`config.mk`:
```
export PLATFORM = sky130hd
export DESIGN_NAME = cache_top
export DESIGN_NICKNAME = d
export VERILOG_FILES = /design/src/design/cache_pkg.sv /design/src/design/cache_ctrl.sv /design/src/design/cache_top.sv /design/src/design/line_scrambler.sv /design/src/design/line_store.sv
export SDC_FILE = /design/constraint.sdc
export NUM_CORES = 1
export LEC_CHECK = 0
export BUFFER_PORTS_ARGS = -buffer_cell sky130_fd_sc_hd__buf_2
export CAP_MARGIN = 20
export CELL_PAD_IN_SITES_DETAIL_PLACEMENT = 1
export CELL_PAD_IN_SITES_GLOBAL_PLACEMENT = 1
export CORE_MARGIN = 2
export CORE_UTILIZATION = 57
export CTS_BUF_LIST = sky130_fd_sc_hd__clkbuf_8
export DETAILED_ROUTE_END_ITERATION = 8
export PLACE_DENSITY = 0.93
export SYNTH_ARGS = -nofsm -noshare
export SYNTH_HDL_FRONTEND = slang
export SYNTH_SLANG_ARGS = --single-unit
```
`constraint.sdc`:
```
create_clock -name clk -period 5.95 [get_ports clk]
set_input_delay 0.595 -clock clk [delete_from_list [all_inputs] [get_ports clk]]
set_output_delay 0.595 -clock clk [all_outputs]
set_load 0.02 [all_outputs]
```
`src/design/cache_pkg.sv`:
```
// Shared widths, CSR map and APB address layout for the line cache
// Imported by every design module and by the testbench
package cache_pkg;

    localparam int data_w  = 16;  // Line data width
    localparam int tag_w   = 4;
    localparam int index_w = 3;   // 8 lines
    localparam int addr_w  = 12;  // APB address width
    localparam int key_w   = 128; // Scrambler key seed width

    typedef logic [data_w-1:0]  cache_data_t;
    typedef logic [tag_w-1:0]   cache_tag_t;
    typedef logic [index_w-1:0] cache_index_t;

    // One address word, read as a line access or as a CSR access
    typedef union packed {
        struct packed {
            logic         space;
            logic [2:0]   rsvd;
            cache_tag_t   tag;
            cache_index_t index;
            logic         low;  // Halfword offset, ignored
        } line;
        struct packed {
            logic       space;
            logic [8:0] rsvd;
            logic [1:0] sel;
        } csr;
    } apb_addr_u;

    localparam logic       space_line = 1'b0;
    localparam logic       space_csr  = 1'b1;
    localparam logic [1:0] csr_flush  = 2'd0;  // Write clears all valid bits
    localparam logic [1:0] csr_hits   = 2'd1;
    localparam logic [1:0] csr_misses = 2'd2;

endpackage

```
`src/design/cache_ctrl.sv`:
```
// APB slave front end of the line cache with one wait state per transfer
// Decodes line and CSR space, scrambles data and keeps hit and miss counts
`timescale 1ns/10ps

module cache_ctrl import cache_pkg::*; (
    input  logic              clk,
    input  logic              rst,
    input  logic              psel,
    input  logic              penable,
    input  logic              pwrite,
    input  logic [addr_w-1:0] paddr,
    input  cache_data_t       pwdata,
    input  logic              st_hit,
    input  cache_data_t       st_rdata,
    input  cache_data_t       mask,
    output cache_data_t       prdata,
    output logic              pready,
    output logic              pslverr,
    output cache_index_t      st_index,
    output cache_tag_t        st_tag,
    output cache_data_t       st_wdata,
    output logic              st_write,
    output logic              st_flush,
    output cache_index_t      mask_index
);

    localparam logic [1:0] state_idle     = 2'd0;
    localparam logic [1:0] state_access   = 2'd1;  // First access cycle, pready low
    localparam logic [1:0] state_complete = 2'd2;  // Second access cycle, pready high

    logic [1:0]  state;
    apb_addr_u   addr;
    logic        in_access;
    logic        is_line;
    logic        line_rd;
    cache_data_t resp_data;
    logic        resp_err;
    cache_data_t hit_cnt;
    cache_data_t miss_cnt;

    assign addr      = paddr;
    assign in_access = (state == state_access);
    assign is_line   = (addr.line.space == space_line);
    assign line_rd   = in_access && is_line && !pwrite;

    // Store and scrambler see the decoded line address directly
    assign st_index   = addr.line.index;
    assign st_tag     = addr.line.tag;
    assign mask_index = addr.line.index;
    assign st_wdata   = pwdata ^ mask;  // Scramble on the way in
    assign st_write   = in_access && is_line && pwrite;
    assign st_flush   = in_access && !is_line && pwrite && (addr.csr.sel == csr_flush);

    // Response for the current access
    always_comb begin
        resp_data = '0;
        resp_err  = 1'b0;
        if (is_line) begin
            if (!pwrite) begin
                if (st_hit) begin
                    resp_data = st_rdata ^ mask;  // Unscramble
                end else begin
                    resp_err = 1'b1;  // Read miss
                end
            end
        end else begin
            case (addr.csr.sel)
                csr_flush:  resp_data = '0;
                csr_hits:   resp_data = pwrite ? '0 : hit_cnt;
                csr_misses: resp_data = pwrite ? '0 : miss_cnt;
                default:    resp_err  = 1'b1;  // Undefined CSR
            endcase
        end
    end

    always_ff @(posedge clk or posedge rst) begin
        if (rst) begin
            state   <= state_idle;
            pready  <= 1'b0;
            pslverr <= 1'b0;
        end else begin
            case (state)
                state_idle: begin
                    if (psel && !penable) begin  // Setup phase seen
                        state <= state_access;
                    end
                end
                state_access: begin
                    pready  <= 1'b1;
                    pslverr <= resp_err;
                    state   <= state_complete;
                end
                state_complete: begin
                    pready  <= 1'b0;
                    pslverr <= 1'b0;
                    state   <= state_idle;
                end
                default: state <= state_idle;
            endcase
        end
    end

    // Read data held through the complete cycle
    always_ff @(posedge clk) begin
        if (in_access) begin
            prdata <= resp_data;
        end
    end

    // Saturating counters, line-space reads only
    always_ff @(posedge clk or posedge rst) begin
        if (rst) begin
            hit_cnt  <= '0;
            miss_cnt <= '0;
        end else if (line_rd) begin
            if (st_hit && hit_cnt != '1) begin
                hit_cnt <= hit_cnt + 1'b1;
            end else if (!st_hit && miss_cnt != '1) begin
                miss_cnt <= miss_cnt + 1'b1;
            end
        end
    end

endmodule

```
`src/design/cache_top.sv`:
```
// Top level of the APB line cache, wires controller, store and scrambler
// KEY_INIT sets the scrambler seed loaded at reset
`timescale 1ns/10ps

module cache_top import cache_pkg::*; #(
    parameter logic [key_w-1:0] KEY_INIT = 128'h0f1e_2d3c_4b5a_6978_8796_a5b4_c3d2_e1f0
) (
    input  logic              clk,
    input  logic              rst,
    input  logic              psel,
    input  logic              penable,
    input  logic              pwrite,
    input  logic [addr_w-1:0] paddr,
    input  cache_data_t       pwdata,
    output cache_data_t       prdata,
    output logic              pready,
    output logic              pslverr
);

    cache_index_t st_index;
    cache_tag_t   st_tag;
    cache_data_t  st_wdata;
    logic         st_write;
    logic         st_flush;
    logic         st_hit;
    cache_data_t  st_rdata;
    cache_index_t mask_index;
    cache_data_t  mask;

    cache_ctrl ctrl0 (
        .clk        (clk),
        .rst        (rst),
        .psel       (psel),
        .penable    (penable),
        .pwrite     (pwrite),
        .paddr      (paddr),
        .pwdata     (pwdata),
        .st_hit     (st_hit),
        .st_rdata   (st_rdata),
        .mask       (mask),
        .prdata     (prdata),
        .pready     (pready),
        .pslverr    (pslverr),
        .st_index   (st_index),
        .st_tag     (st_tag),
        .st_wdata   (st_wdata),
        .st_write   (st_write),
        .st_flush   (st_flush),
        .mask_index (mask_index)
    );

    line_store store0 (
        .clk      (clk),
        .rst      (rst),
        .st_index (st_index),
        .st_tag   (st_tag),
        .st_wdata (st_wdata),
        .st_write (st_write),
        .st_flush (st_flush),
        .st_hit   (st_hit),
        .st_rdata (st_rdata)
    );

    line_scrambler #(
        .KEY_INIT (KEY_INIT)
    ) scram0 (
        .clk        (clk),
        .rst        (rst),
        .mask_index (mask_index),
        .mask       (mask)
    );

endmodule

```
`src/design/line_scrambler.sv`:
```
// Per-line XOR mask generator for data at rest in the line store
// Mask depends only on the key seed and the line index
`timescale 1ns/10ps

module line_scrambler import cache_pkg::*; #(
    parameter logic [key_w-1:0] KEY_INIT = '0
) (
    input  logic         clk,
    input  logic         rst,
    input  cache_index_t mask_index,
    output cache_data_t  mask
);

    logic [key_w-1:0]    key_seed;
    cache_data_t         key_slice;
    logic [2*data_w-1:0] rot_pair;
    cache_data_t         rot_slice;

    // Seed is fixed after reset, no run-time reload
    always_ff @(posedge clk or posedge rst) begin
        if (rst) begin
            key_seed <= KEY_INIT;
        end else begin
            key_seed <= key_seed;
        end
    end

    // 16-bit slice picked by the index
    assign key_slice = key_seed[mask_index*data_w +: data_w];

    // Rotate left by index, upper half of the shifted pair
    assign rot_pair  = {key_slice, key_slice} << mask_index;
    assign rot_slice = rot_pair[2*data_w-1:data_w];

    // Index folded into the low bits keeps masks distinct per line
    assign mask = rot_slice ^ {{(data_w-index_w){1'b0}}, mask_index};

endmodule

```
`src/design/line_store.sv`:
```
// Direct-mapped storage of line data, tags and valid bits
// Lookup is combinational, fill and flush happen on the clock edge
`timescale 1ns/10ps

module line_store import cache_pkg::*; (
    input  logic         clk,
    input  logic         rst,
    input  cache_index_t st_index,
    input  cache_tag_t   st_tag,
    input  cache_data_t  st_wdata,
    input  logic         st_write,
    input  logic         st_flush,
    output logic         st_hit,
    output cache_data_t  st_rdata
);

    localparam int lines = 1 << index_w;

    cache_data_t      data_mem [lines];  // Scrambled payload
    cache_tag_t       tag_mem  [lines];
    logic [lines-1:0] valid;

    // Lookup
    assign st_hit   = valid[st_index] && (tag_mem[st_index] == st_tag);
    assign st_rdata = data_mem[st_index];

    always_ff @(posedge clk) begin
        if (st_write) begin
            data_mem[st_index] <= st_wdata;
            tag_mem[st_index]  <= st_tag;
        end
    end

    always_ff @(posedge clk or posedge rst) begin
        if (rst) begin
            valid <= '0;
        end else if (st_flush) begin
            valid <= '0;  // Drop every line
        end else if (st_write) begin
            valid[st_index] <= 1'b1;
        end
    end

endmodule

```
-- After elaboration in Yosys (flattened, before gate mapping)
Memory sizes are Yosys's and may differ from the RTL's.
Index checks and enable logic that the tools add are counted.
W data, S select, Z words.
- register bits after elaboration: 60
- memory bits (writable): 160
- bits of input ports: 33
- output and inout bits: 18
- word-level logic and storage cells: 72
- memories: 2
- add/sub/neg operators: 2
- $lt $le $gt $ge: 2
- equal/unequal tests: 8
- shift-type cells: 2
- muxes and demuxes: 22
- bitwise operators: 6
- reductions and logical operators: 21
- memories (name ; words ; width ; read ports ; clocked after memory_dff ; write ports ; line ; text):
    store0.data_mem ; 8 ; 16 ; 1 ; 0 ; 1 ; line_store.sv:19 ; cache_data_t data_mem [lines];
    store0.tag_mem ; 8 ; 4 ; 1 ; 0 ; 1 ; line_store.sv:20 ; cache_tag_t tag_mem [lines];
- operators by type and width (kind ; count):
    $shiftx A128 B8 Y16 const A ; 1
    $mux W16 ; 5
    $add A16 B1 Y16 const B ; 2
    $ne A16 B16 Y1 const B ; 2
    $pmux W16 S2 ; 1
    $shl A32 B3 Y32 ; 1
    $xor A16 B16 Y16 ; 2
    $mux W8 ; 2
    $xor A16 B3 Y16 ; 1
    $logic_and A1 B1 Y1 ; 11
    $mux W1 ; 8
    $or A8 B8 Y8 ; 1
    $eq A2 B1 Y1 const B ; 2
    $eq A2 B2 Y1 const B ; 2
    $eq A4 B4 Y1 ; 1
    $logic_not A2 Y1 ; 2
    $lt A3 B4 Y1 const B ; 1
    $pmux W1 S2 ; 2
    $pmux W2 S2 ; 1
    $reduce_bool A2 Y1 ; 2
    $bmux W1 S3 ; 1
    $demux W1 S3 ; 1
    $ge A3 B1 Y1 const B ; 1
    $logic_not A1 Y1 ; 3
    other kinds (6) ; 7

-- Depth between registers and ports, before layout
- depth in word-level cells: 7
- depth in mapped cells: 11
- mapped depth without buffers: 7

-- Cells and area by module
A second synthesis with hierarchy kept.
- cell total of the unflattened synthesis: 608
- area, all modules: 9768.1 µm²
- by module, submodules not included (module ; instances ; cells an instance ; area each (µm²) ; seq. area each (µm²)):
    line_store ; 1 ; 280 ; 6454.9 ; 5004.8
    cache_ctrl ; 1 ; 301 ; 3129.3 ; 1381.3
    line_scrambler ; 1 ; 27 ; 183.9 ; 0.0

-- Worst setup path before layout
Ideal clock, no wire load.
- kind: input to register
- start point: input paddr[1]
- end point: memory store0.data_mem[1][0] in the netlist's numbering, enable pin
- library setup time: 425 ps
- arrival: 3313 ps
- data required time: 5525 ps
- setup slack: 2212 ps
- stages on the path: 6
- buffers on the path: 3
- cells stage by stage: buf_6 -> buf_2 -> buf_1 -> inv_1 -> or3_1 -> nor3_1
- RTL lines (what ; line ; text):
    start, declared ; cache_top.sv:13 ; input logic [addr_w-1:0] paddr,
    end, declared ; line_store.sv:19 ;
Straight into the memory's write port.

-- Worst setup path after layout
- start point: input paddr[1]
- end point: register ctrl0.prdata[3] (data pin)
- cells in the longest elaborated chain, start to end: 7
- elaborated cells on any way between the ends: 16
- classes of those cells: 3 x eq/ne; 2 x shift; 6 x mux; 2 x bitwise; 1 x reduce/logical; 2 x memory
- ends and longest elaborated chain (what ; line ; text):
    $shiftx A128 B8 Y16 ; line_scrambler.sv:29 ; assign key_slice = key_seed[mask_index*data_w +: data_w];
    $shl A32 B3 Y32 ; line_scrambler.sv:32 ; assign rot_pair = {key_slice, key_slice} << mask_index;
    $xor A16 B3 Y16 ; line_scrambler.sv:36 ; assign mask = rot_slice ^ {{(data_w-index_w){1'b0}}, mask_index};
    $xor A16 B16 Y16 ; cache_ctrl.sv:61 ; resp_data = st_rdata ^ mask;
    $mux W16 ; cache_ctrl.sv:60 ; if (st_hit) begin
    $mux W16 ; cache_ctrl.sv:59 ; if (!pwrite) begin
    $mux W16 (*) ; cache_ctrl.sv:58 ; if (is_line) begin
    via ctrl0.resp_data[3] ; cache_ctrl.sv:36 ; cache_data_t resp_data;
    end signal, assigned ; cache_ctrl.sv:106 ; prdata <= resp_data;
    end, declared ; cache_ctrl.sv:16 ; output cache_data_t prdata,
Mark *: on every way through the listed nets, which the timed path passes. The rest lies on a longest branch. The select of a mux whose other input is x is not followed.
A chain may end at the register's enable or synchronous reset.

==> impl_metrics.json <==
{
  "outcome": "complete, no violations",
  "cellLeakagePower_nw": 3.98,
  "gr-total-overflow": 0,
  "setup_viol": 0,
  "drt-pass1-iter-count": 5,
  "net-switching-power_uw": 932,
  "initial_core_util_pct": 58.9,
  "p_int_mw": 2.55,
  "slew_headroom_pct": 32.6,
  "numCtsBuffers": 36,
  "routed_wl_mm": 23.3,
  "p_sw_share_pct": 26.8,
  "hold_viol_final": 0,
  "finalMaxSlewViolations": 0,
  "netlist_instances": 640,
  "yosysTopAreaCell": "edfxtp_1",
  "synth_commonest_cells": "edfxtp_1, dfrtp_1, nor2_1, nand2_1, mux2i_1",
  "synth_warnings": 0,
  "finClkSkew_ps": 32.4,
  "yosysUniqueCellTypes": 40,
  "synth_ff_type": "edfxtp_1",
  "place_congestion": 0.806,
  "min_path_type": "in2async",
  "vias_per_cell": 6.19,
  "grt_pass1_wl_mm": 35.9,
  "portBuffers": 47,
  "place_area_sq_um": 9870,
  "synth_area_sq_um": 9420,
  "async_flop_share_pct": 20.0,
  "vdd_drop_max_v": 0.000228,
  "die_h_um": 133,
  "end_kind": "flip-flop",
  "syn_nets": 684,
  "cts-htree-levels": 2,
  "ys_seq_elements": 220,
  "worst_pin_slew_ps": 1010,
  "timing.final.crit_share_pct": 60.6,
  "ctsResizeCount": 0,
  "synthMostInstantiatedCell": "edfxtp_1",
  "rows": 46,
  "regArea_sq_um": 6390,
  "cts_tree": "done",
  "diodes": 0,
  "avgSynthCellArea_sq_um": 14.7,
  "finalSetupTns_ps": 0,
  "clk_pin_slew_ps": 60,
  "syn_to_final_growth_pct": 11.3,
  "synth-edff-count": 176,
  "finish.utilization_pct": 65.5,
  "cts_setup_buffers": 0,
  "p_clk_share_pct": 32.9,
  "synthTopCellsByArea": "edfxtp_1, dfrtp_1, mux4_2",
  "fp.coreArea_sq_um": 16000,
  "clk-insertion-delay-late_ps": 530,
  "synth_top_area_share_pct": 56.1,
  "antenna_found_initial": 0,
  "pwr-share-comb_pct": 13.3,
  "drive_above_1_share_pct": 19.2,
  "clk_path_buf_depth": 3,
  "place_ws_ps": 1900,
  "ioPinCount": 51,
  "multi_input_area_sq_um": 2820,
  "cts_sinks": 220,
  "p_per_area_nw_per_um2": 332,
  "fillerInstances": 1500,
  "crit_fanout": 74,
  "drtAntennaViolNets": 0,
  "wire_per_inst_um": 24.8,
  "grt_usage_pct": 27.1,
  "dieWidth_um": 133,
  "num_vias": 5819,
  "critPathLaunchType": "primary input",
  "path_class": "in2reg",
  "grt_max_degree": 75,
  "worst_slack_ps": 2340,
  "final_area_sq_um": 10500,
  "grt_pass1_vias": 6362,
  "rsz0062_at_grt": "no",
  "drc": 0,
  "clock-root-buffer": "clkbuf_8",
  "ys_seq_area_share_pct": 67.8,
  "drv_cap": 0,
  "drt-initial-drc-count": 536,
  "fmax_mhz": 277,
  "min_period_ps": 3610,
  "fp.dieArea_sq_um": 17600,
  "required_ps": 6280,
  "hold_buffers": 0,
  "place_hpwl_mm": 14.8,
  "seqPwrFrac_pct": 53.8,
  "nets": 748,
  "arrival_ps": 3940
}
## worst paths after layout
check,end,slack [ps],from,cells past startpoint
worst max-delay path,ctrl0.prdata[3],2340,paddr[1],8
worst min-delay path,ctrl0.hit_cnt[8],220,rst,3
worst max register to register,store0.data_mem[4][3],2960,ctrl0.state[1],6
worst min register to register,ctrl0.hit_cnt[7],510,ctrl0.hit_cnt[7],1
max in group asynchronous,store0.valid[3],5310,rst,3
min in group clk,store0.tag_mem[5][3],380,paddr[7],1
## routing by layer
layer  vias up  wire, um  global-route usage, %
met3        67      1280                   4.37
li1       2542         -                      -
met5         -         0                      0
met1      2966      9070                   33.9
met2       244     12100                   46.2
met4         0       849                   13.1
## cell families after synthesis
group	after synthesis	synth area share, %
and+or+nand+nor	145	7.58
adders and majority gates	11	1.46
muxes	58	9.03
buffers and inverters	50	2.48
xor gates and xnor gates	51	4.74
DFF	220	67.8
AOI/OAI and AO/OA	105	6.89
## sequential cells by signal (all words and copies together) (netlist names)
| register | flops |
|---|---|
| ctrl0.prdata | 16 |
| ctrl0.pready | 1 |
| ctrl0.miss_cnt | 16 |
| ctrl0.hit_cnt | 16 |
| ctrl0.pslverr | 1 |
| store0.tag_mem | 32 |
| store0.data_mem | 128 |
| store0.valid | 8 |
| ctrl0.state | 2 |
## power groups by stage
stage / Clock, mW / Sequential [mW] / Combinational [mW]
after floorplan: 0 / 1.93 / 0.252
after global placement: 0 / 1.88 / 0.416
after detailed placement: 0 / 1.90 / 0.458
after CTS: 1.16 / 1.87 / 0.463
after global routing: 1.23 / 1.88 / 0.504
final: 1.14 / 1.87 / 0.463
## placed cells by master, fill, tap and decap left out, drive strengths merged, types with 11 or more instances in the layout
cell type / netlist / final
mux2i: 31 / 31
mux4: 21 / 21
nor2: 40 / 40
clkbuf: 18 / 38
a21oi: 22 / 22
a22oi: 19 / 19
buf: 17 / 61
o22ai: 17 / 17
xor2: 21 / 21
nand2: 39 / 39
nand3: 12 / 12
dfrtp: 44 / 44
and3: 14 / 14
ha: 11 / 11
xnor2: 30 / 30
nand4: 15 / 15
o21ai: 29 / 29
edfxtp: 176 / 176
inv: 15 / 31
## layout make-up
cell class	count	area share (%)
tap	216	2.58
clock inverter	20	0.740
sequential	220	60.9
clock buffer	38	4.99
timing repair buffer	61	3.27
inverter	15	0.537
multi-input combinational	370	26.9
## critical path, stage by stage
cell	delay (ps)
buf_4	740
mux2i_1	220
a22o_1	310
a221oi_1	260
xnor2_1	170
and4_1	710
nand2_1	600
o22ai_1	300
## metrics by stage
step,power (mW),hold WS (ps),instances
after floorplan,2.18,455,640
after global placement,2.30,467,881
after detailed placement,2.35,492,881
after CTS,3.50,221,939
after global routing,3.61,262,940
final,3.48,216,940
(Power assumes the default switching activity.)
